## src/verilog/la_pkg.sv

```systemverilog
`default_nettype none

package la_pkg;

    localparam int SAMPLE_W   = 32;
    localparam int WORD_W     = 32;
    localparam int FIFO_DEPTH = 512;
    localparam int FIFO_AW    = 9;
    localparam int BURST_MAX  = 256;

    typedef logic [SAMPLE_W-1:0] sample_t;
    typedef logic [WORD_W-1:0]   word_t;
    typedef logic [31:0]         count_t;

    // codes 6 and 7 behave as CH_32
    typedef enum logic [2:0] {
        CH_1  = 3'd0,
        CH_2  = 3'd1,
        CH_4  = 3'd2,
        CH_8  = 3'd3,
        CH_16 = 3'd4,
        CH_32 = 3'd5
    } chan_sel_t;

    typedef enum logic [1:0] {
        TRIG_OFF   = 2'd0,
        TRIG_LEVEL = 2'd1,
        TRIG_EDGE  = 2'd2,
        TRIG_FORCE = 2'd3
    } trig_mode_t;

    typedef enum logic [2:0] {
        ST_IDLE    = 3'd0,
        ST_PRELOAD = 3'd1,
        ST_WAIT    = 3'd2,
        ST_CAPTURE = 3'd3,
        ST_READ    = 3'd4,
        ST_DONE    = 3'd5
    } cap_state_t;

    typedef struct packed {
        logic    strobe;
        logic    hit;
        sample_t data;
    } sample_beat_t;

    typedef struct packed {
        logic  strobe;
        logic  hit;   // trigger seen on any sample of the word
        word_t data;
    } word_beat_t;

    typedef struct packed {
        logic [7:0] clock_div;
        chan_sel_t  chan_sel;
        trig_mode_t trig_mode;
        sample_t    trig_mask;
        sample_t    trig_value;
        count_t     pre_load_num;
        count_t     load_num;
    } la_config_t;

endpackage

`default_nettype wire

```

## src/verilog/la_trigger_unit.sv

```systemverilog
`default_nettype none

module la_trigger_unit import la_pkg::*; (
    input  logic         clk,
    input  logic         rstn,
    input  logic         start,
    input  la_config_t   cfg,
    input  sample_t      digital_in,
    output sample_beat_t beat
);

    logic [7:0] div_cnt;
    logic       tick;
    logic       match;
    logic       match_prev;
    logic       hit_d;
    logic       strobe_q;
    logic       hit_q;
    sample_t    data_q;

    assign tick  = (div_cnt >= cfg.clock_div);
    assign match = (((digital_in ^ cfg.trig_value) & cfg.trig_mask) == '0);

    always_comb begin
        case (cfg.trig_mode)
            TRIG_LEVEL: hit_d = match;
            TRIG_EDGE:  hit_d = match & ~match_prev;
            default:    hit_d = 1'b0;   // force is taken in the controller
        endcase
    end

    always_ff @(posedge clk or negedge rstn) begin
        if (!rstn) begin
            div_cnt    <= '0;
            strobe_q   <= 1'b0;
            hit_q      <= 1'b0;
            match_prev <= 1'b1;
        end else if (start) begin
            div_cnt    <= '0;
            strobe_q   <= 1'b0;
            hit_q      <= 1'b0;
            match_prev <= 1'b1;   // no edge on the first tick
        end else begin
            div_cnt  <= tick ? 8'd0 : div_cnt + 8'd1;
            strobe_q <= tick;
            hit_q    <= tick & hit_d;
            if (tick)
                match_prev <= match;
        end
    end

    always_ff @(posedge clk) begin
        if (tick)
            data_q <= digital_in;
    end

    assign beat = '{strobe: strobe_q, hit: hit_q, data: data_q};

    a_tick_spacing: assert property (@(posedge clk) disable iff (!rstn)
        (beat.strobe && cfg.clock_div != 8'd0) |=> !beat.strobe)
        else $error("sample strobe on back-to-back cycles with divider set");

endmodule

`default_nettype wire

```

## config.mk

```make
export PLATFORM = sky130hd
export DESIGN_NAME = la_trigger_unit
export DESIGN_NICKNAME = d
export VERILOG_FILES = /design/src/verilog/la_pkg.sv /design/src/verilog/la_trigger_unit.sv
export SDC_FILE = /design/constraint.sdc
export NUM_CORES = 1
export LEC_CHECK = 0
export BUFFER_PORTS_ARGS = -buffer_cell sky130_fd_sc_hd__buf_2
export CAP_MARGIN = 10
export CORE_AREA = 2 2 82 84
export DETAILED_ROUTE_END_ITERATION = 16
export DIE_AREA = 0 0 84 86
export PLACE_DENSITY = 0.73
export SETUP_SLACK_MARGIN = 0.1
export SLEW_MARGIN = 25
export SYNTH_ARGS = -nofsm -noshare
export SYNTH_HDL_FRONTEND = slang
export SYNTH_SLANG_ARGS = --single-unit
```

## constraint.sdc

```tcl
create_clock -name clk -period 4.73 [get_ports clk]
set_clock_uncertainty 0.1 [all_clocks]
set_input_delay 0.7095 -clock clk [delete_from_list [all_inputs] [get_ports clk]]
set_output_delay 0.7095 -clock clk [all_outputs]
set_load 0.02 [all_outputs]
```

Yosys cells after proc, flatten, opt, wreduce, memory -nomap -nowiden
Index checks and enable logic that the tools add are counted.
{"block": "word_totals", "regBits": 43, "elab_cells": 23, "output_inout_bits": 34, "input_bits": 176}
{"block": "classes", "order_cmp": 1, "mux": 7, "bitwise": 5, "n_reduce_logical": 2, "n_addsub": 1, "eq_ne": 2}
{"operator": "32-bit bitwise AND", "n": 1}
{"operator": "32-bit logical NOT", "n": 1}
{"operator": "32-bit XOR", "n": 1}
{"operator": "8-bit two-way mux", "n": 2}
{"operator": "8-bit by 1-bit adder with 8-bit output, second input constant", "n": 1}
{"operator": "8-bit greater-or-equal comparator", "n": 1}
{"operator": "1-bit two-way mux", "n": 4}
{"operator": "1-bit bitwise AND", "n": 2}
{"operator": "2-bit by 1-bit == test with 1-bit output, second input constant", "n": 1}
{"operator": "2-bit == test, second input constant", "n": 1}
{"operator": "1-bit one-hot mux with 2 select lines", "n": 1}
{"operator": "2-bit nonzero test", "n": 1}
{"operator": "1-bit NOT", "n": 1}

Depth between registers and ports, before layout
{"block": "depth", "depth_word": 7, "ltp_mapped": 8, "mapped_depth_nobuf": 8}

Worst setup path after synthesis
No wires, ideal clock.
{"block": "synth_timing", "path_type": "input to register", "from": "in cfg[139] (netlist bit)", "to": "reg data_q[0], enable pin", "setup_ns": 0.405, "t_required_ns": 4.225, "stages": 6, "path_slack_ns": 2.166, "arrival_time_ns": 2.059, "n_path_buf": 0, "path_cell_list": "inv_1 ha_1 a21o_1 a21o_1 a21oi_1 inv_1"}
{"block": "synth_via", "elab_chain_cells": 1}
{"element": "start: declaration", "line_no": "la_trigger_unit.sv:7", "text": "input la_config_t cfg,"}
{"element": "8-bit greater-or-equal comparator", "line_no": "la_trigger_unit.sv:21", "text": "assign tick = (div_cnt >= cfg.clock_div);"}
{"element": "net tick", "line_no": "la_trigger_unit.sv:13", "text": "logic tick;"}
{"element": "end signal: assignment", "line_no": "la_trigger_unit.sv:54", "text": "data_q <= digital_in;"}
{"element": "end: declaration", "line_no": "la_trigger_unit.sv:19", "text": "sample_t data_q;"}
The timed path passes the listed nets, and every way through them passes these cells.
A chain may end at the register's enable or synchronous reset.

Final worst setup path
{"block": "layout_timing", "from": "in cfg[133] (netlist bit)", "to": "reg data_q[1], enable pin"}
The elaborated chain is that of the path after synthesis.

==> flow_summary.ini <==
[route]
wl_per_cell_um = 14.8
drt-total-wl_mm = 5.67
via_per_inst = 4.58
drtPass1Iterations = 4
drc_errors = 0
vias = 1760
drt_iter0_markers = 59
postRouteAntennaNets = 0

[timing]
rsz0062_at_grt = no
fin_crit_sh_pct = 57.1
tns_ns = 0
max_slew.worst_pin.slew_ns = 0.728
hold_violations = 0
drv_slew = 0
relSlewSlack_pct = 51.4
finalSetupViolCount = 0
period_minus_slack_ns = 2.70
max_freq_ghz = 0.370

[clock_tree]
root_buffer = clkbuf_8
htree_num_levels = 2
clk_pin_slew_ns = 0.08
numClockSinks = 43
cts_setup_buffers = 0
cts_buffers = 5
hold_buffers = 0
cts_tree = done
clock_path_buffers = 2
clk_latency_ns = 0.28
cts_resized = 0

[worst_setup_path]
crit_path_max_fanout = 17
cp_data_required_time_ns = 4.60
rrSetupSlack_ns = 2.04
worstPathArrival_ns = 2.58
worstSetupPathType = in -> reg
r2r_start = div_cnt[0]
reg2regPathDepth = 8
crit_start = cfg[133]
r2r_end = data_q[1]
cp-start-kind = primary input
endpoint_kind = flop

[outcome]
status = complete, no violations

[final_layout]
design_area_sq_um = 3000
antennaDiodeCount = 0
drive_gt1_share_pct = 49.8
syn2layout_area_growth_pct = 41.5
final_common_cell = buf_2
fillers = 612
layout_common_cells = buf_2 (142), xor2_1 (36), edfxtp_1 (32)
nets = 493

[logic_synthesis]
yosysTopAreaCellShare_pct = 45.3
synth_compound_area_share_pct = 9.68
synth_xor_area_share_pct = 16.1
synth.yosys.seq_area_share_pct = 58.4
synth_warnings = 0
synthCells = 158
synth_area_sq_um = 2120
synthMuxAreaShare_pct = 0
yosys.area_share.simple_pct = 6.55
avgSynthCellArea_sq_um = 13.4
synth-seq-cells = 43
synth.distinct_cells = 29
synth_fa_ha_area_share_pct = 6.49
synth_fp_nets = 345
synth_top_area_cell = edfxtp_1
synth_area_leaders = edfxtp_1 (45%), xor2_1 (15%), dfrtp_1 (12%)
synth_top_family_by_area = XOR/XNOR gates

[pwr]
powerDensity_nw_per_um2 = 251
power_mw = 0.753
leakage_nw = 1.49
vdd_drop_max_mv = 0.132

[global_routing]
track_usage_pct = 16.1
grt-ovfl-total = 0
antenna_found_initial = 0
grt_pass1_vias = 1840
grt_max_degree = 18
grt_pass1_wl_mm = 8.90

[floorplanning]
rows = 29
initial_core_util_pct = 33.8
coreArea_sq_um = 6280
pin_count = 210
fp.dieW_um = 84
dieArea_sq_um = 7220
fp.dieH_um = 86

[placement]
dpl_cell_area_sq_um = 2920
gp_congestion = 0.769
hpwl_mm = 4.80
portBuffers = 142

[worst_hold_path]
hold_class = in -> async

[job]
cap_violations = 0
[state kept, by name, summed over array words and instances, names as in the netlist]
register / cells
div_cnt: 8
hit_q: 1
match_prev: 1
data_q: 32
strobe_q: 1
[worst max-delay path by stage]
stage                       endpoint  slack [ns]  cells past startpoint
after floorplan            data_q[0]        2.17                      6
after global placement    data_q[13]        1.69                      8
after detailed placement  data_q[10]        1.70                      8
after CTS                 data_q[10]        1.99                      8
after global routing       data_q[1]        1.80                      8
final                      data_q[1]        2.03                      8
[synthesized netlist by cell type]
master     instances
and3_1             3
nor4_2             1
xor2_2             1
edfxtp_1          32
inv_1             12
a21o_1             2
nand4_1            4
o21ai_1            1
xnor2_1            1
nor2_1             8
a22oi_2            1
o21bai_1           1
a211oi_1           1
a2111oi_0          1
dfstp_2            1
dfrtp_1           10
xor2_1            36
or4_4              1
nand3_1            5
a22oi_1           15
a31oi_1            1
nor2b_1            1
buf_4              2
nand2_1            1
ha_1              11
o2111a_1           1
a21oi_1            2
a211o_1            1
nand2b_1           1
[cell families (layout without fill, tap and decap cells)]
group / Yosys count / count (layout)
AOI/OAI and AO/OA: 27 / 27
xor gates and xnor gates: 38 / 38
adders and majority gates: 11 / 11
buffers and inverters: 14 / 163
DFF: 43 / 43
and+or+nand+nor: 25 / 25
[report_power, final]
| group | switching, mW | leakage [nW] | internal [mW] |
|---|---|---|---|
| Sequential | 0.00414 | 0.436 | 0.410 |
| Clock | 0.120 | 0.0403 | 0.101 |
| Combinational | 0.0568 | 1.02 | 0.0610 |
| Total | 0.181 | 1.49 | 0.572 |
[metrics by stage]
step           utilization, %  hold WS (ns)  setup slack, ns  cells
3_3_place_gp             46.5         0.425             1.69    376
3_5_place_dp             46.5         0.446             1.70    376
2_1_floorplan               -         0.314             2.17    158
5_1_grt                  47.8         0.177             1.80    384
4_1_cts                  47.8         0.174             1.99    384
6_report                 47.8         0.179             2.03    384
[area by class of cell]
class | count | area (sq um) | area share, %
sequential | 43 | 1240 | 41.3
tap | 77 | 96.3 | 3.21
timing repair buffer | 143 | 718 | 23.9
clock inverter | 2 | 7.51 | 0.250
inverter | 12 | 45.0 | 1.50
multi-input combinational | 101 | 822 | 27.4
clock buffer | 6 | 72.6 | 2.42
[worst max-delay path, stage by stage]
cell,delay [ns]
buf_2,0.10
ha_1,0.26
nand2b_1,0.09
a21oi_1,0.07
o21ai_1,0.22
a21oi_1,0.17
inv_1,0.56
buf_4,0.38
[per-layer routing]
| metal | part of all wire [%] | global-route usage, % |
|---|---|---|
| met2 | 49 | 27.1 |
| met1 | 43 | 20.5 |
| met5 | 0 | 0 |
| met3 | 7.9 | 4.62 |
| met4 | 0.26 | 3.96 |
No activity file was read; power rests on OpenSTA's default activity.
