<file path="config.mk">
export PLATFORM = sky130hd
export DESIGN_NAME = la_capture_ctrl
export DESIGN_NICKNAME = d
export VERILOG_FILES = /design/src/verilog/la_pkg.sv /design/src/verilog/la_capture_ctrl.sv
export SDC_FILE = /design/constraint.sdc
export NUM_CORES = 1
export LEC_CHECK = 0
export BUFFER_PORTS_ARGS = -buffer_cell sky130_fd_sc_hd__buf_4
export CORE_MARGIN = 2
export CORE_UTILIZATION = 40
export CTS_CLUSTER_SIZE = 14
export DETAILED_ROUTE_END_ITERATION = 6
export PLACE_DENSITY_LB_ADDON = 0.05
export SETUP_SLACK_MARGIN = 0.5
export SLEW_MARGIN = 0
export SYNTH_ARGS = -nofsm -noshare
export SYNTH_HDL_FRONTEND = slang
export SYNTH_SLANG_ARGS = --single-unit
</file>
<file path="constraint.sdc">
create_clock -name clk -period 6.3 [get_ports clk]
set_clock_uncertainty 0.1 [all_clocks]
set_input_delay 1.89 -clock clk [delete_from_list [all_inputs] [get_ports clk]]
set_output_delay 1.89 -clock clk [all_outputs]
set_load 0.005 [all_outputs]
</file>
<file path="src/verilog/la_pkg.sv">
`default_nettype none

package la_pkg;

    localparam int SAMPLE_W   = 32;
    localparam int WORD_W     = 32;
    localparam int FIFO_DEPTH = 512;
    localparam int FIFO_AW    = 9;
    localparam int BURST_MAX  = 256;

    typedef logic [SAMPLE_W-1:0] sample_t;
    typedef logic [WORD_W-1:0]   word_t;
    typedef logic [31:0]         count_t;

    // codes 6 and 7 behave as CH_32
    typedef enum logic [2:0] {
        CH_1  = 3'd0,
        CH_2  = 3'd1,
        CH_4  = 3'd2,
        CH_8  = 3'd3,
        CH_16 = 3'd4,
        CH_32 = 3'd5
    } chan_sel_t;

    typedef enum logic [1:0] {
        TRIG_OFF   = 2'd0,
        TRIG_LEVEL = 2'd1,
        TRIG_EDGE  = 2'd2,
        TRIG_FORCE = 2'd3
    } trig_mode_t;

    typedef enum logic [2:0] {
        ST_IDLE    = 3'd0,
        ST_PRELOAD = 3'd1,
        ST_WAIT    = 3'd2,
        ST_CAPTURE = 3'd3,
        ST_READ    = 3'd4,
        ST_DONE    = 3'd5
    } cap_state_t;

    typedef struct packed {
        logic    strobe;
        logic    hit;
        sample_t data;
    } sample_beat_t;

    typedef struct packed {
        logic  strobe;
        logic  hit;   // trigger seen on any sample of the word
        word_t data;
    } word_beat_t;

    typedef struct packed {
        logic [7:0] clock_div;
        chan_sel_t  chan_sel;
        trig_mode_t trig_mode;
        sample_t    trig_mask;
        sample_t    trig_value;
        count_t     pre_load_num;
        count_t     load_num;
    } la_config_t;

endpackage

`default_nettype wire

</file>
<file path="src/verilog/la_capture_ctrl.sv">
`default_nettype none

module la_capture_ctrl import la_pkg::*; (
    input  logic             clk,
    input  logic             rstn,
    input  logic             start,
    input  trig_mode_t       trig_mode,
    input  count_t           pre_load_num,
    input  count_t           load_num,
    input  word_beat_t       word,
    input  logic [FIFO_AW:0] fifo_count,
    input  logic             fifo_full,
    input  logic             read_finished,
    output logic             fifo_wr,
    output logic             fifo_discard,
    output cap_state_t       state,
    output logic             busy,
    output logic             done,
    output logic             overrun
);

    cap_state_t state_d;
    cap_state_t cap_next;
    count_t     pre_lim;
    count_t     held_next;
    count_t     stored_cnt;
    logic       hit_now;

    // history must leave room for the trigger word
    always_comb begin
        pre_lim = pre_load_num;
        if (load_num == '0)
            pre_lim = '0;
        else if (pre_lim >= load_num)
            pre_lim = load_num - 32'd1;
        if (pre_lim > count_t'(FIFO_DEPTH - 1))
            pre_lim = count_t'(FIFO_DEPTH - 1);
    end

    assign hit_now   = word.hit | (trig_mode == TRIG_FORCE);
    assign held_next = count_t'(fifo_count) + 32'd1;
    assign cap_next  = (held_next >= load_num) ? ST_READ : ST_CAPTURE;

    always_comb begin
        state_d = state;
        case (state)
            ST_IDLE, ST_DONE: begin
                if (start) begin
                    if (trig_mode == TRIG_OFF)
                        state_d = ST_IDLE;   // disarmed
                    else if (pre_lim == '0)
                        state_d = ST_WAIT;
                    else
                        state_d = ST_PRELOAD;
                end
            end
            ST_PRELOAD: begin
                if (word.strobe && hit_now)
                    state_d = cap_next;
                else if (word.strobe && held_next >= pre_lim)
                    state_d = ST_WAIT;
            end
            ST_WAIT: begin
                if (word.strobe && hit_now)
                    state_d = cap_next;
            end
            ST_CAPTURE: begin
                if (word.strobe && (stored_cnt + 32'd1 >= load_num))
                    state_d = ST_READ;
            end
            ST_READ: begin
                // lost words can never arrive
                if (read_finished || (overrun && fifo_count == '0))
                    state_d = ST_DONE;
            end
            default: state_d = ST_IDLE;
        endcase
    end

    always_comb begin
        fifo_wr      = 1'b0;
        fifo_discard = 1'b0;
        if (word.strobe) begin
            case (state)
                ST_PRELOAD, ST_CAPTURE: fifo_wr = 1'b1;
                ST_WAIT: begin
                    fifo_wr      = hit_now | (pre_lim != '0);
                    fifo_discard = ~hit_now & (pre_lim != '0);   // drop oldest
                end
                default: ;
            endcase
        end
    end

    always_ff @(posedge clk or negedge rstn) begin
        if (!rstn) begin
            state      <= ST_IDLE;
            stored_cnt <= '0;
            overrun    <= 1'b0;
        end else begin
            state <= state_d;
            if (start) begin
                stored_cnt <= '0;
                overrun    <= 1'b0;
            end else begin
                if (fifo_wr && fifo_full)
                    overrun <= 1'b1;
                if (fifo_wr) begin
                    if (state == ST_CAPTURE)
                        stored_cnt <= stored_cnt + 32'd1;
                    else if (hit_now)
                        stored_cnt <= held_next;   // history plus trigger word
                end
            end
        end
    end

    assign busy = (state == ST_CAPTURE) || (state == ST_READ);
    assign done = (state == ST_DONE);

    a_discard_keeps_level: assert property (@(posedge clk) disable iff (!rstn)
        fifo_discard |-> (state == ST_WAIT) ##1 (fifo_count == $past(fifo_count)))
        else $error("pre-trigger discard outside wait or fifo level moved");

    a_no_write_in_read: assert property (@(posedge clk) disable iff (!rstn)
        (state == ST_READ) |-> !fifo_wr)
        else $error("fifo write after capture ended");

endmodule

`default_nettype wire

</file>
## Word-level counts from Yosys, hierarchy flattened

Cells that the tools add are included.

| storage, ports and cells | value |
|---|---|
| flip-flop bits (word level) | 36 |
| input bits | 115 |
| output and inout port bits | 8 |
| logic and storage cells | 69 |

| cells by class | value |
|---|---|
| add/sub/neg operators | 3 |
| order comparisons | 5 |
| equality and inequality tests | 11 |
| multiplexer cells | 23 |
| bitwise gates (word level) | 4 |
| reductions and logical operators | 20 |

Operators with widths:

| operator | count |
|---|---|
| two-way mux 32 bit | 7 |
| >= comparator 11 x 32 -> 1 bit | 2 |
| >= comparator 32 bit | 2 |
| zero test 32 bit | 2 |
| adder 32 x 1 -> 32 bit (second input constant) | 1 |
| greater-than comparator 32 x 9 -> 1 bit (second input constant) | 1 |
| nonzero test 32 bit | 1 |
| subtractor 32 x 1 -> 32 bit (second input constant) | 1 |
| two-way mux 3 bit | 7 |
| one-hot mux 3 bit (5 select lines) | 1 |
| adder 10 x 1 -> 11 bit (second input constant) | 1 |
| zero test 10 bit | 1 |
| inequality test 2 bit (second input constant) | 4 |
| == test 3 x 2 -> 1 bit (second input constant) | 2 |
| == test 3 bit (second input constant) | 2 |
| logical AND 1 bit | 5 |
| two-way mux 1 bit | 5 |
| AND reduction 5 bit | 1 |
| two-way mux 2 bit | 2 |
| nonzero test 2 bit | 2 |
| OR reduction 2 bit | 2 |
| == test 3 x 1 -> 1 bit (second input constant) | 1 |
| zero test 3 bit | 1 |
| inequality test 3 bit (second input constant) | 1 |
| 9 further kinds | 11 |

## Depth between registers and ports, before layout

| logic depth | value |
|---|---|
| word-level depth | 12 |
| gate-level depth with buffers | 21 |
| gate-level depth less buffers | 21 |

## Worst setup path before layout

Ideal clock, no wire load.

| timing | value |
|---|---|
| path type | input -> output |
| start point | in load_num[1] |
| end point | out fifo_wr |
| arrival time | 4157 ps |
| data required time | 4310 ps |
| path slack | 153 ps |
| stages on the path | 11 |
| path buffers | 0 |
| cells stage by stage | inv_1 > ha_1 > or3b_2 > nor4_4 > xnor2_1 > nand4_1 > nor4_1 > nand4_1 > o211a_1 > nor3_1 > nor2_1 |

| on the way | value |
|---|---|
| cells in the longest elaborated chain, start to end | 9 |
| elaborated cells between the ends (all ways) | 11 |
| classes of those cells | add/sub (1); order compare (2); mux (5); bitwise (1); reduce/logical (2) |

Ends and longest elaborated chain:

| item | line | source |
|---|---|---|
| start, declared | la_capture_ctrl.sv:9 | `input count_t load_num,` |
| subtractor 32 x 1 -> 32 bit or >= comparator 32 bit (tied branches) | la_capture_ctrl.sv:35, la_capture_ctrl.sv:34 |  |
| two-way mux 32 bit | la_capture_ctrl.sv:34 | `else if (pre_lim >= load_num)` |
| two-way mux 32 bit * | la_capture_ctrl.sv:32 | `if (load_num == '0)` |
| greater-than comparator 32 x 9 -> 1 bit | la_capture_ctrl.sv:36 | `if (pre_lim > count_t'(FIFO_DEPTH - 1))` |
| two-way mux 32 bit * | la_capture_ctrl.sv:36 |  |
| nonzero test 32 bit * | la_capture_ctrl.sv:87 | `fifo_wr = hit_now \| (pre_lim != '0);` |
| bitwise OR 1 bit * | la_capture_ctrl.sv:87 |  |
| one-hot mux 1 bit (2 select lines) * | la_capture_ctrl.sv:84 | `case (state)` |
| two-way mux 1 bit * | la_capture_ctrl.sv:83 | `if (word.strobe) begin` |
| end, declared | la_capture_ctrl.sv:14 | `output logic fifo_wr,` |

Every way passes the cells marked *; elsewhere a longest branch is shown, timed or not.

## Worst setup path after layout

Same ends and word-level chain as after synthesis.

==> summary.md <==
| Metric | Value |
|---|---|
| CTS H-tree lvls | 2 |
| Worst Path Required | 4310 ps |
| Async SR Flop Fraction | 1.000 |
| Compound-Gate Fraction of Synth Area | 0.2018 |
| # DRC | 0 |
| Register area | 900.9 um2 |
| DRT Pass-1 Iters | 6 |
| Fin. Hold Viols | 0 |
| Crit Path Max Fanout | 3 |
| Worst Hold Depth | 2 |
| Drt total wl | 15,850 um |
| Syn Area/Cell | 7.658 um2 |
| Share of layout cells above drive strength 1 | 0.2418 |
| First-pass GRT wire length | 25,710 um |
| Crit path launch type | primary input |
| Standby leakage power | 3.438 nW |
| Area grow syn2layout | 31.42% |
| IO Pins | 123 |
| Mapped Area | 5284 um2 |
| Port bufs | 90 |
| Antenna Cells | 0 |
| Register area share after synthesis | 0.1705 |
| FF-to-FF Start | stored_cnt[0] |
| Reg2Reg Depth | 17 |
| Pwr per Cell Area | 179.8 nW/um2 |
| HP Start | stored_cnt[24] |
| EDFF count, synth | 0 |
| Total CTS buffers | 5 |
| Remaining Overflow, GRT | 0 |
| DP HPWL | 12,990 um |
| Root buf cell | clkbuf_16 |
| Number of global-route vias before repair | 5,288 |
| XOR/XNOR Fraction of Synth Area | 0.08288 |
| Final nets | 1,031 |
| Worst hold slack | 377.0 ps |
| Max Buffers Root-to-Sink | 2 |
| # hold bufs at CTS | 0 |
| Actual slew at the worst max-slew pin | 1075 ps |
| Clk_lat worst skew | 280 ps |
| Routed wire per std cell | 15.86 um |
| Die Span X | 118.9 um |
| Violated checks | negative setup slack |
| Overall Global Routing Usage | 0.2213 |
| Initial antenna violation count | 0 |
| Fin crit period | 6381 ps |
| Largest net degree at the start of global routing | 37 |
| Final setup viols | 2 |
| CTS tree | built |
| Clk sinks | 36 |
| Synth Flop Type | dfrtp_1 |
| Kind of critical path | primary input to output port |
| Core ar. | 12,770 um2 |
| Max cap viols | 0 |
| Vias per inst | 5.499 |
| Final setup margin | -80.76 ps |
| Hold Path Class | register to register |
| Synth Warn # | 0 |
| #FFs+latches synth | 36 |
| WP data arrival | 4390 ps |
| Overall die area | 14,140 um2 |
| Cell variety after synth | 63 |
| Worst Setup End Kind | output port |
| Status | finished, violations left |
| Largest family of logic cells by synthesized area | simple AND/OR/NAND/NOR gates |
| RD Place Congestion | 0.8883 |
| Layout fillers | 1,229 |
| Fmax achieved | 0.1567 GHz |
| Post-Syn Instances | 690 |
| ANT nets after route | 0 |
| Core Rows | 41 |
| Critical path launch point | load_num[1] |
| Area after DPL | 6514 um2 |
| Adder and majority gate portion of the synthesized area | 0.2131 |
| Clock Pin Slew Worst Setup and Hold Paths | 50 ps |
| Chip height | 118.9 um |
| Slew Limit Fails | 0 |
| Post-synthesis simple-gate area fraction | 0.2548 |
| Max-Slew Margin vs Limit | 0.2794 |
| Design area | 6944 um2 |
| Initial core utilization | 0.4137 |
| Via count | 5,494 |
| RSZ-0062 raised after global routing | yes |
| Area occupied by multi-input gates | 4279 um2 |
| Peak supply drop | 0.3002 mV |
| Initial DRC Count | 372 |
| Final worst path period share | 1.013 |
| Multiplexer area fraction after synthesis | 0.02439 |
## flip-flops by register name (all words and copies together), names as in the netlist
signal      flops
stored_cnt     32
state           3
overrun         1
## cell usage in the layout (no fill, tap or decap), types with 20 or more instances in the layout
cell type  Yosys  final
a21oi_1       40     37
buf_4          0    147
dfrtp_1       36     36
ha_1          90     88
inv_1         48     46
nand2_1       67     67
nand2b_1      21     20
nand3_1       21     21
nand4_1       21     21
nor2_1        53     52
o21ai_0       49     46
xnor2_1       33     33
## final timing paths
kind,endpoint,slack (ps)
worst max-delay path,fifo_wr,-80
worst min-delay path,stored_cnt[24],380
worst max register to register,state[1],1600
worst min register to register,stored_cnt[24],380
max in group asynchronous,stored_cnt[1],4290
min in group asynchronous,stored_cnt[29],1460
## power breakdown
part | total (mW) | internal (mW) | switching, mW
logic | 0.648 | 0.309 | 0.339
clock network | 0.280 | 0.186 | 0.0940
registers | 0.321 | 0.257 | 0.0639
total | 1.25 | 0.752 | 0.497
## area by class of cell
type	count	share of cell area
Sequential cell	36	0.1297
Clock inverter	2	0.005045
Tap cell	172	0.03099
Multi-Input combinational cell	582	0.6162
Inverter	48	0.02901
Clock buffer	6	0.01856
Timing Repair Buffer	153	0.1705
## synth_stat cells, types with 3 or more instances
cell type  instances  area share
a2111oi_0          4      0.0066
a211oi_1           6      0.0085
a21boi_0           3      0.0043
a21o_1            11       0.016
a21oi_1           40       0.038
a22o_1             5      0.0083
a22oi_1            8       0.011
and2_1             3      0.0036
and3_1            10       0.012
and4_1             5      0.0083
clkbuf_1          24       0.017
dfrtp_1           36        0.17
ha_1              90        0.21
inv_1             48       0.034
mux2_2             7       0.015
mux2i_1            5      0.0095
nand2_1           67       0.048
nand2b_1          21       0.025
nand3_1           21       0.020
nand4_1           21       0.025
nor2_1            53       0.038
nor2b_1            5      0.0059
nor3_1            18       0.017
nor4_1            11       0.013
nor4b_1            3      0.0050
o211ai_1           3      0.0043
o21a_1             5      0.0071
o21ai_0           49       0.046
o22ai_1            4      0.0047
o31ai_1           11       0.016
or2_2              3      0.0036
or3_1              5      0.0059
or4_1              5      0.0071
xnor2_1           33       0.055
xor2_1            17       0.028
## kinds of logic (layout without fill, tap and decap cells)
logic type      Yosys count  after routing
compound gates          167            167
xor+xnor                 50             50
fa+ha+maj                90             90
buf+inv                  73            209
flops                    36             36
mux                      12             12
other cells               1              2
simple gates            261            261
## stage by stage
| step | util | cells | power (mW) | setup TNS, ps | setup slack, ps |
|---|---|---|---|---|---|
| 6_report | 0.5436 | 999 | 1.249 | -130.6 | -80.76 |
| 5_1_grt | 0.5436 | 999 | 1.336 | -324.8 | -190.2 |
| 4_1_cts | 0.5337 | 994 | 1.217 | -66.58 | -66.58 |
| 3_5_place_dp | 0.5099 | 979 | 0.9058 | -620.2 | -147.5 |
| 3_3_place_gp | 0.5099 | 979 | 0.8928 | -487.3 | -123.5 |
| 2_1_floorplan | - | 691 | 0.6756 | 0 | 442.6 |
## metal layers
| layer | GRT usage | vias up | share of wire |
|---|---|---|---|
| met4 | 0.05580 | 0 | 0.019 |
| met1 | 0.3169 | 2541 | 0.49 |
| met5 | 0 | - | 0 |
| met2 | 0.3560 | 151 | 0.44 |
| li1 | - | 2783 | - |
| met3 | 0.02155 | 19 | 0.045 |
## critical path: stages
cell and delay (ps):
buf_12 120, inv_16 50, ha_4 120, or3b_4 400
nor4_4 330, buf_4 180, nand2_4 50, a2bb2oi_2 150
nor4_2 270, nand4_1 190, o211a_4 320, nor3_4 130
nor2_1 70, buf_4 140
## what timing repair did
action	CTS	global route
pin swaps	21	12
cloned	1	0
setup buffers	6	5
endpoints found under the setup margin	5	5
gates resized for setup	20	18
No activity file was read; power rests on OpenSTA's default activity.
