`config.mk`:
```
export PLATFORM = sky130hd
export DESIGN_NAME = la_burst_reader
export DESIGN_NICKNAME = d
export VERILOG_FILES = /design/src/verilog/la_pkg.sv /design/src/verilog/la_burst_reader.sv
export SDC_FILE = /design/constraint.sdc
export NUM_CORES = 1
export LEC_CHECK = 0
export BUFFER_PORTS_ARGS = -buffer_cell sky130_fd_sc_hd__buf_2
export CORE_MARGIN = 2
export CORE_UTILIZATION = 45
export DETAILED_ROUTE_END_ITERATION = 8
export GPL_TIMING_DRIVEN = 0
export PLACE_DENSITY = 0.75
export SKIP_LAST_GASP = 1
export SLEW_MARGIN = 20
export SYNTH_ARGS = -nofsm -noshare
export SYNTH_HDL_FRONTEND = slang
export SYNTH_SLANG_ARGS = --single-unit
```
`constraint.sdc`:
```
create_clock -name clk -period 2.6 [get_ports clk]
set_input_delay 0.39 -clock clk [delete_from_list [all_inputs] [get_ports clk]]
set_output_delay 0.39 -clock clk [all_outputs]
set_load 0.005 [all_outputs]
```
`src/verilog/la_pkg.sv`:
```
`default_nettype none

package la_pkg;

    localparam int SAMPLE_W   = 32;
    localparam int WORD_W     = 32;
    localparam int FIFO_DEPTH = 512;
    localparam int FIFO_AW    = 9;
    localparam int BURST_MAX  = 256;

    typedef logic [SAMPLE_W-1:0] sample_t;
    typedef logic [WORD_W-1:0]   word_t;
    typedef logic [31:0]         count_t;

    // codes 6 and 7 behave as CH_32
    typedef enum logic [2:0] {
        CH_1  = 3'd0,
        CH_2  = 3'd1,
        CH_4  = 3'd2,
        CH_8  = 3'd3,
        CH_16 = 3'd4,
        CH_32 = 3'd5
    } chan_sel_t;

    typedef enum logic [1:0] {
        TRIG_OFF   = 2'd0,
        TRIG_LEVEL = 2'd1,
        TRIG_EDGE  = 2'd2,
        TRIG_FORCE = 2'd3
    } trig_mode_t;

    typedef enum logic [2:0] {
        ST_IDLE    = 3'd0,
        ST_PRELOAD = 3'd1,
        ST_WAIT    = 3'd2,
        ST_CAPTURE = 3'd3,
        ST_READ    = 3'd4,
        ST_DONE    = 3'd5
    } cap_state_t;

    typedef struct packed {
        logic    strobe;
        logic    hit;
        sample_t data;
    } sample_beat_t;

    typedef struct packed {
        logic  strobe;
        logic  hit;   // trigger seen on any sample of the word
        word_t data;
    } word_beat_t;

    typedef struct packed {
        logic [7:0] clock_div;
        chan_sel_t  chan_sel;
        trig_mode_t trig_mode;
        sample_t    trig_mask;
        sample_t    trig_value;
        count_t     pre_load_num;
        count_t     load_num;
    } la_config_t;

endpackage

`default_nettype wire

```
`src/verilog/la_burst_reader.sv`:
```
`default_nettype none

module la_burst_reader import la_pkg::*; (
    input  logic       clk,
    input  logic       rstn,
    input  logic       start,
    input  count_t     load_num,
    input  cap_state_t state,
    input  word_t      fifo_data,
    input  logic       fifo_empty,
    output logic       fifo_rd,
    output logic       read_finished,
    output logic       rd_burst_valid,
    input  logic       rd_burst_ready,
    output logic [7:0] rd_burst,
    output logic       rd_data_valid,
    input  logic       rd_data_ready,
    output word_t      rd_data,
    output logic       rd_data_last
);

    logic       active;
    logic       in_burst;
    logic [7:0] burst_left;
    count_t     remaining;
    logic       burst_xfer;
    logic       data_xfer;

    assign active = (state == ST_CAPTURE) || (state == ST_READ);

    // beats in the next burst minus one
    assign rd_burst = (remaining >= count_t'(BURST_MAX)) ? 8'(BURST_MAX - 1)
                                                         : remaining[7:0] - 8'd1;

    assign rd_burst_valid = active & ~in_burst & (remaining != '0);
    assign rd_data_valid  = active & in_burst & ~fifo_empty;
    assign rd_data        = fifo_data;
    assign rd_data_last   = rd_data_valid & (burst_left == 8'd0);

    assign burst_xfer    = rd_burst_valid & rd_burst_ready;
    assign data_xfer     = rd_data_valid & rd_data_ready;
    assign fifo_rd       = data_xfer;
    assign read_finished = data_xfer & (remaining == 32'd1);

    always_ff @(posedge clk or negedge rstn) begin
        if (!rstn) begin
            in_burst   <= 1'b0;
            burst_left <= '0;
            remaining  <= '0;
        end else if (start) begin
            in_burst   <= 1'b0;
            burst_left <= '0;
            remaining  <= load_num;
        end else if (!active) begin
            in_burst <= 1'b0;   // run ended or was cut short
        end else begin
            if (burst_xfer) begin
                in_burst   <= 1'b1;
                burst_left <= rd_burst;
            end
            if (data_xfer) begin
                remaining <= remaining - 32'd1;
                if (burst_left == 8'd0)
                    in_burst <= 1'b0;
                else
                    burst_left <= burst_left - 8'd1;
            end
        end
    end

endmodule

`default_nettype wire

```
Yosys cells after proc, flatten, opt, wreduce, memory -nomap -nowiden
Index checks and enable logic that the tools add are counted.
{"block": "totals", "output_inout_bits": 45, "word_cells": 40, "inputBits": 73, "regBits": 41}
{"block": "op_classes", "muxes": 14, "n_eq_ne": 3, "reduce_logical": 6, "bitwise_logic": 10, "add_sub_neg": 3, "magnitude_cmp": 1}
{"op": "$mux W32", "n": 3}
{"op": "$mux W8", "n": 6}
{"op": "$eq A32 B1 Y1 const B", "n": 1}
{"op": "$ge A32 B9 Y1 const B", "n": 1}
{"op": "$reduce_bool A32 Y1", "n": 1}
{"op": "$sub A32 B1 Y32 const B", "n": 1}
{"op": "$sub A8 B1 Y8 const B", "n": 2}
{"op": "$and A1 B1 Y1", "n": 8}
{"op": "$logic_not A8 Y1", "n": 1}
{"op": "$mux W1", "n": 5}
{"op": "$reduce_bool A2 Y1", "n": 2}
{"op": "$eq A3 B2 Y1 const B", "n": 1}
{"op": "$eq A3 B3 Y1 const B", "n": 1}
{"op": "$not A1 Y1", "n": 2}
{"op": "$reduce_and A2 Y1", "n": 1}
{"op": "$logic_or A1 B1 Y1", "n": 1}

Depth between registers and ports, before layout
Gate-level depths: netlist of run 1.
{"block": "depth", "ltp_word": 10, "mapped_depth": 8, "depth_no_buf": 7}

Worst setup path before layout of run 1
Ideal clock, no wire load.
{"block": "synth_path", "path_type": "reg-to-reg", "start": "reg remaining[0]", "end": "reg remaining[26]", "setup_time_ps": 82, "stages_incl_launch_ff": 9, "setup_slack_ps": 218, "period_less_slack_ps": 2382, "arrival_ps": 2300, "t_required_ps": 2518, "path_cell_list": "dfrtp_1 inv_1 ha_1 or3b_1 buf_6 a211oi_4 nand3_4 or4_1 a31oi_1"}
{"block": "synth_between", "elab_chain_len": 4}
{"item": "from (decl)", "line": "la_burst_reader.sv:25", "rtl": "count_t remaining;"}
{"item": "from (signal assigned)", "line": "la_burst_reader.sv:53", "rtl": "remaining <= load_num;"}
{"item": "from (signal assigned)", "line": "la_burst_reader.sv:62", "rtl": "remaining <= remaining - 32'd1;"}
{"item": "$sub A32 B1 Y32", "line": "la_burst_reader.sv:62"}
{"item": "$mux W32", "line": "la_burst_reader.sv:61", "rtl": "if (data_xfer) begin"}
{"item": "$mux W32", "line": "la_burst_reader.sv:54", "rtl": "end else if (!active) begin"}
{"item": "$mux W32", "line": "la_burst_reader.sv:50", "rtl": "end else if (start) begin"}
Every way passes these cells. The select of a mux whose other input is x is not followed.
A chain may end at the register's enable or synchronous reset.

Final worst setup path of run 1
{"block": "layout_path", "start": "reg remaining[12]", "end": "out rd_burst[3]"}
{"block": "layout_between", "elab_chain_len": 2}
{"item": "$ge A32 B9 Y1", "line": "la_burst_reader.sv:32", "rtl": "assign rd_burst = (remaining >= count_t'(BURST_MAX)) ? 8'(BURST_MAX - 1)"}
{"item": "$mux W8", "line": "la_burst_reader.sv:32"}
{"item": "to (decl)", "line": "la_burst_reader.sv:15", "rtl": "output logic [7:0] rd_burst,"}
Every way passes these cells.

==> key figures, run 1 <==
Logic synthesis
  – Top FF cell, synth: dfrtp_1
  – Post-synthesis instance total: ~360
  – Syn Area/Cell: 8.442 um^2
  – Flops & latches, synth: 41
  – Warnings from Yosys: 0
  – Syn Nets: 441
  – Post-synth EDFFs: 0
  – Fraction of registers with async set/reset: 1.000
  – Mapped Area: between 3000 and 4000 um^2
  – Sequential fraction of the synthesis area: 0.3339
  – Post-synth cell types: 58

Placed design
  – Hpwl dp: 5833 um
  – Placed Cells: roughly 530
  – PortBufs: 85
  – GP Congestion: between 0.8 and 0.9

Global route
  – Gr usage total: 0.2164
  – Antenna violations before repair: 0
  – Vias in the first global route: 2812
  – First-pass GRT wire length: between 10000 and 15000 um
  – Largest net degree at the start of global routing: 42
  – Grt ovf: 0

STA
  – Minimum clock period: 2567 ps
  – TNS Setup: 0 ps
  – Final Setup Violations: 0
  – Worst-Margin Slew: a little over 900 ps
  – Max Clk Rate: between 300 and 400 MHz
  – RSZ-0062 raised after global routing: yes
  – Final Max Tran Viols: 0
  – Slew Limit Headroom: 0.3876
  – Clock skew: 8.883 ps
  – Fin. Hold Viols: 0
  – Final worst path period share: 0.9873

Routing
  – DR iter-0 viols: between 200 and 300
  – WL per Instance: between 10 and 15 um
  – # DRC: 0
  – TritonRoute pass-1 iters: 4
  – ANT nets after route: 0
  – Final WL: about 8000 um
  – Vias: about 3100
  – Vias/cell: between 5 and 6

Final layout
  – Nets: between 500 and 600
  – Diode count: 0
  – Layout cells sized above 1: 0.3849
  – Finished Layout Cells: around 560
  – Area grow syn2layout: 29.11%

CTS
  – Clk Latency, worst-skew pair: 300 ps
  – Num CTS Buffers: 5
  – CTS tree: done
  – Worst-path clk slew: ~80 ps
  – CTS sink count: a little over 40
  – H-tree Lvls: 2
  – CTS max path bufs: 2
  – Root Buffer: clkbuf_8

Setup path
  – Startpoint types: register
  – Worst R2R Path Depth: 9
  – Worst Path Arrival: roughly 2200 ps
  – Critical path required time: between 2000 and 2500 ps
  – Crit end category: output port
  – CP max FO: 4
  – CP startpoint: remaining[12]
  – Setup Crit Path Kind: reg -> out
  – R2R Path Start: remaining[0]

Power and ir drop
  – Clock share of power: 0.295
  – PwrDens: approximately 410 nW/um^2
  – Psw: ~0.5 mW
  – Sequential power share: 0.459
  – Sw frac: 0.3040
  – Int Pwr: 1.122 mW
  – Leak: ~1.7 nW
  – Combinational Power Share: 0.245
  – Worst IR drop on VDD: between 0.0002 and 0.00025 V

Floorplanning
  – Number of I/O pins: roughly 120
  – Row count: 30
  – Starting density of the core: 0.4599
  – Core box area: between 6000 and 7000 um^2
  – Die width: 86.64 um
  – Die height: approximately 87 um
  – Die Footprint: 7506 um^2

Job
  – Max Cap Viol: 0

Outcome
  – Status: finished clean

Worst hold path
  – Min-delay worst type: in -> async
-- per-layer routing --
| layer | GRT usage | part of all wire |
|---|---|---|
| met1 | 0.2907 | 0.43 |
| met2 | 0.3699 | 0.50 |
| met3 | 0.02857 | 0.059 |
| met4 | 0.05398 | 0.012 |
| met5 | 0 | 0 |
-- critical path: stages (launching register included) --
cell and delay, ps:
dfrtp_1 390, or4_4 560, nor4_4 200, buf_4 180, nand3_4 80, or3_1 330
buf_2 130
-- cells by family after synthesis --
kind of cell	synth area share
buffers and inverters	0.1189
DFF	0.3339
xor gates and xnor gates	0.09120
adders and majority gates	0.01629
and+or+nand+nor	0.2655
AOI/OAI and AO/OA	0.1743
-- what timing repair did --
item | 4_1_cts | 5_1_grt
setup endpoints to repair | 14 | 13
setup buffers | 12 | 10
pin swaps | 4 | 7
hold buffers | 0 | 0
gates resized for setup | 9 | 11
-- layout make-up --
| type | instances | area (um^2) |
|---|---|---|
| Clock inverter | 1 | 5.005 |
| Fill cell | 613 | 2714 |
| Clock buffer | 7 | 96.34 |
| Sequential cell | 41 | 1028 |
| Inverter | 8 | 30.03 |
| Multi-Input combinational cell | 264 | 1763 |
| Buffer | 50 | 337.8 |
| Tap cell | 80 | 100.1 |
| Timing Repair Buffer | 107 | 606.8 |
-- metrics by stage --
stage	cell area [um^2]	hold WS, ps	power, mW	utilization	worst slack (ps)
3_5_place_dp	3598	557.3	1.112	0.5386	-120.0
2_1_floorplan	3073	94.41	0.9884	-	217.7
5_1_grt	3968	296.3	1.686	0.5938	-72.72
4_1_cts	3846	270.4	1.585	0.5757	-156.9
3_3_place_gp	3598	541.8	1.104	0.5386	-85.09
6_report	3968	218.6	1.613	0.5938	33.14
-- power groups by stage --
stage / logic, mW / registers, mW / clock network, mW
after floorplan: 0.249 / 0.739 / 0
after detailed placement: 0.362 / 0.750 / 0
after CTS: 0.375 / 0.738 / 0.471
after global placement: 0.357 / 0.748 / 0
final: 0.395 / 0.741 / 0.476
after global routing: 0.439 / 0.749 / 0.499
-- path summary, 6_finish.rpt --
check,to,slack (ps)
min in group clk,remaining[11],290
max in group asynchronous,remaining[0],1740
worst max-delay path,rd_burst[3],30
worst min register to register,burst_left[0],570
worst min-delay path,remaining[15],220
worst max register to register,remaining[26],130
-- Yosys cell counts, types with 2 or more instances --
| cell type | count | area share |
|---|---|---|
| a41oi_1 | 2 | 0.0057 |
| or4_1 | 5 | 0.012 |
| clkbuf_1 | 10 | 0.012 |
| a31o_2 | 3 | 0.0086 |
| buf_4 | 32 | 0.078 |
| a211oi_1 | 3 | 0.0073 |
| xor2_1 | 22 | 0.063 |
| and3_1 | 3 | 0.0061 |
| buf_6 | 2 | 0.0073 |
| buf_2 | 7 | 0.011 |
| or3_1 | 10 | 0.020 |
| dfrtp_1 | 41 | 0.33 |
| o31ai_1 | 2 | 0.0049 |
| inv_1 | 6 | 0.0073 |
| xnor2_1 | 10 | 0.029 |
| a22oi_1 | 2 | 0.0049 |
| nand4_1 | 7 | 0.014 |
| ha_1 | 4 | 0.016 |
| o21ai_0 | 32 | 0.052 |
| nor3b_1 | 2 | 0.0049 |
| nor2_1 | 26 | 0.032 |
| nor4b_1 | 2 | 0.0057 |
| a31oi_1 | 9 | 0.018 |
| nand3b_1 | 5 | 0.012 |
| o22ai_1 | 5 | 0.010 |
| a21oi_1 | 7 | 0.011 |
| a221oi_1 | 2 | 0.0057 |
| nand3_1 | 9 | 0.015 |
| a21o_1 | 4 | 0.0098 |
| nand4b_1 | 5 | 0.014 |
| nor4_1 | 5 | 0.010 |
| clkinv_1 | 2 | 0.0024 |
| or3b_1 | 2 | 0.0057 |
| nor3_1 | 9 | 0.015 |
| nand2_1 | 44 | 0.054 |
-- cells in the final DEF, fill, tap and decap left out, drive strengths merged, types with 5 or more instances in the layout --
| master | synthesis | layout |
|---|---|---|
| a21oi | 7 | 7 |
| inv | 6 | 6 |
| xnor2 | 10 | 10 |
| nand2 | 44 | 44 |
| or3 | 11 | 11 |
| clkbuf | 10 | 16 |
| nand3 | 10 | 10 |
| dfrtp | 41 | 41 |
| buf | 41 | 148 |
| a211oi | 5 | 5 |
| nand3b | 5 | 5 |
| or4 | 6 | 6 |
| xor2 | 22 | 22 |
| nor3 | 9 | 9 |
| o21ai | 32 | 32 |
| o22ai | 5 | 5 |
| nor4 | 7 | 7 |
| nand4b | 5 | 5 |
| nor2 | 27 | 27 |
| a31oi | 9 | 9 |
| nand4 | 8 | 8 |
-- flip-flops by register name, summed over array words and instances (netlist names) --
signal      flops
burst_left      8
in_burst        1
remaining      32
(Power assumes the default switching activity.)
==> run 2: changes to the inputs <==
==> constraint.sdc (replaced) <==
create_clock -name clk -period 2.1 [get_ports clk]
set_input_delay 0.315 -clock clk [delete_from_list [all_inputs] [get_ports clk]]
set_output_delay 0.315 -clock clk [all_outputs]
set_load 0.005 [all_outputs]
==> run 2 against run 1 <==
  * Worst hold slack lost 84 ps
  * Sequential share of layout area shrank 2.9 points
  * Wire length grew 31%
  * The flow now finishes with violations (design-rule violations, negative setup slack)
  * Final cell count grew 5.0%
  * Register-to-register slack lost 440 ps
  * Power grew 29%
==> key figures, run 2 (same netlist as run 1, synthesis figures left out) <==
Job
  – Max Cap Viol: 0 (unchanged)

Power and ir drop
  – Clock share of power: 0.262 (was 0.295)
  – PwrDens: 464.2 nW/um^2 (was 406.4 nW/um^2)
  – Worst IR drop on VDD: 0.0003133 V (was 0.0002392 V)
  – Int Pwr: 1.382 mW (was 1.122 mW)
  – Sw frac: 0.3355 (was 0.3040)
  – Combinational Power Share: 0.294 (was 0.245)
  – Pwr Total: 2.080 mW (was 1.613 mW)
  – Psw: 0.6977 mW (was 0.4902 mW)
  – Sequential power share: 0.444 (was 0.459)
  – Leak: 1.975 nW (was 1.729 nW)

Routing
  – ANT nets after route: 0 (unchanged)
  – Final WL: 10780 um (was 8205 um)
  – WL per Instance: 18.40 um (was 14.70 um)
  – Vias: 3465 (was 3102)
  – # DRC: 1 (was 0)
  – Vias/cell: 5.913 (was 5.559)
  – DR iter-0 viols: 346 (was 257)
  – TritonRoute pass-1 iters: 9 (was 4)

Setup path
  – Crit end category: output port (unchanged)
  – Setup Crit Path Kind: reg -> out (unchanged)
  – Reg-to-reg endpoint: remaining[31] (was remaining[26])
  – Critical path required time: 1780 ps (was 2210 ps)
  – Worst Path Arrival: 2300 ps (was 2180 ps)
  – CP max FO: 4 (unchanged)
  – Slowest cell delay on critical path: 580 ps (was 560 ps)
  – Largest delay contributor family on the critical path: simple AND/OR/NAND/NOR gates (unchanged)
  – Crit path cell chain: or4_4, nor4_4, buf_4, buf_12, and3_4, buf_4, nand2_1, buf_2 (was or4_4, nor4_4, buf_4, nand3_4, or3_1, buf_2)
  – Startpoint types: register (unchanged)
  – Buf/Inv on CP: 4 (was 2)
  – Slowest cell on crit path: or4_4 (unchanged)
  – Most frequent CP cell: buf_4
  – R2R Path Start: remaining[1] (was remaining[0])
  – Worst R2R Path Depth: 7 (was 9)
  – R2R setup slack: -310 ps (was 130 ps)
  – CP startpoint: remaining[13] (was remaining[12])
  – Worst path depth: 8 (was 6)

Outcome
  – Failing checks: design-rule violations, negative setup slack
  – Status: finished with violations (was finished clean)

Floorplanning
  – Die width: 86.64 um (unchanged)
  – Die height: 86.64 um (unchanged)
  – Die Footprint: 7506 um^2 (unchanged)
  – Core box area: 6681 um^2 (unchanged)
  – Number of I/O pins: 118 (unchanged)
  – Row count: 30 (unchanged)
  – Starting density of the core: 0.4599 (unchanged)

CTS
  – Root Buffer: clkbuf_8 (unchanged)
  – CTS tree: done (unchanged)
  – Clk Latency, worst-skew pair: 310 ps (was 300 ps)
  – Worst-path clk slew: 100 ps (was 80 ps)
  – CTS sink count: 41 (unchanged)
  – Post-CTS Hold Buffers: 0 (unchanged)
  – CTS max path bufs: 2 (unchanged)
  – Num CTS Buffers: 5 (unchanged)
  – H-tree Lvls: 2 (unchanged)

Final layout
  – Largest Register: remaining (unchanged)
  – Biggest regs: remaining x32, burst_left x8, in_burst x1 (unchanged)
  – Final core occ: 0.6706 (was 0.5938)
  – Nets: 582 (was 554)
  – Layout cells sized above 1: 0.4783 (was 0.3849)
  – Commonest cells after routing, fill and taps aside: buf_2 (82), buf_4 (69), dfrtp_1 (38), nand2_1 (37), nor2_1 (23) (was buf_2 (91), buf_4 (52), nand2_1 (44), dfrtp_1 (39), o21ai_0 (32))
  – Area grow syn2layout: 45.81% (was 29.11%)
  – Max reg flops: 32 (unchanged)
  – Commonest non-fill, non-tap cell in the layout: buf_2 (unchanged)
  – Diode count: 0 (unchanged)

STA
  – Fin. Hold Viols: 0 (unchanged)
  – Max Clk Rate: between 300 and 400 MHz
  – Worst-Margin Slew: 939.3 ps (was 918.6 ps)
  – Worst Slack Setup Final: -515.0 ps (was 33.14 ps)
  – Final Setup Violations: 41 (was 0)
  – Final worst path period share: 1.245
  – Clock skew: 15.18 ps (was 8.883 ps)
  – Final Max Tran Viols: 0 (unchanged)
  – Minimum clock period: approximately 2600 ps
  – Slew Limit Headroom: 0.3738 (was 0.3876)
  – RSZ-0062 raised after global routing: yes (unchanged)

Placed design
  – Hpwl dp: 6010 um (was 5833 um)
  – PortBufs: 85 (unchanged)
  – GP Congestion: 0.8553 (was 0.8744)

Global route
  – Largest net degree at the start of global routing: 42 (unchanged)
  – Gr usage total: 0.2641 (was 0.2164)
  – Vias in the first global route: 3200 (was 2812)
  – Grt ovf: 0 (unchanged)
  – Antenna violations before repair: 0 (unchanged)
  – First-pass GRT wire length: 15710 um (was 13060 um)

Worst hold path
  – Min-delay worst type: in -> async (unchanged)
==> run 2: changes by cell type in the layout (fill, tap and decap cells not counted), moves of 7 or more <==
cell and delta:
buf_2 -9, buf_4 +17, nand2_1 -7, o21ai_0 -22, o21ai_1 +22, buf_6 +16
==> run 2: final cells by class <==
class,instances,area [um^2]
repair buffers,138,935.9
flip-flops and latches,41,1030
plain buffers,47,362.8
clock buffers,6,72.57
inverters,8,31.28
fillers,495,2201
clock inverters,2,10.01
well taps,80,100.1
multi-input cells,264,1938
==> run 2: metrics by stage <==
step | area, um^2 | hold WS [ps] | setup TNS [ps] | setup slack, ps | instances
4_1_cts | 4209 | 180.8 | -6654 | -506.3 | 575
5_1_grt | 4481 | 211.2 | -10860 | -523.5 | 586
2_1_floorplan | 3109 | 19.41 | -1152 | -263.3 | 364
6_report | 4481 | 134.3 | -8850 | -515.0 | 586
3_5_place_dp | 3635 | 506.3 | -12250 | -673.0 | 529
3_3_place_gp | 3635 | 503.2 | -10880 | -599.4 | 529
==> run 2: how the worst max path moves through the flow <==
stage,endpoint,slack [ps]
2_1_floorplan,remaining[26],-260
3_3_place_gp,remaining[30],-600
3_5_place_dp,remaining[30],-670
4_1_cts,rd_burst[0],-510
5_1_grt,rd_burst[1],-520
6_report,rd_burst[1],-510
==> run 2: what timing repair did <==
item                                   4_1_cts  5_1_grt
pin swaps                                   18       29
setup endpoints to repair                   48       48
cloned                                       2        0
gates resized for setup                     49       62
buffers inserted                            38       16
endpoints found under the hold margin        0        0
==> run 2: routing by layer <==
layer	share of wire	global-route usage
met5	0	0
met4	0.051	0.1009
met3	0.067	0.04667
met2	0.49	0.4573
met1	0.40	0.3267
==> run 2: power by group through the flow <==
stage | combinational (mW) | sequential, mW | clock (mW)
after global routing | 0.661 | 0.927 | 0.569
after floorplan | 0.312 | 0.917 | 0
final | 0.612 | 0.923 | 0.545
after detailed placement | 0.454 | 0.932 | 0
after CTS | 0.545 | 0.909 | 0.527
after global placement | 0.446 | 0.928 | 0
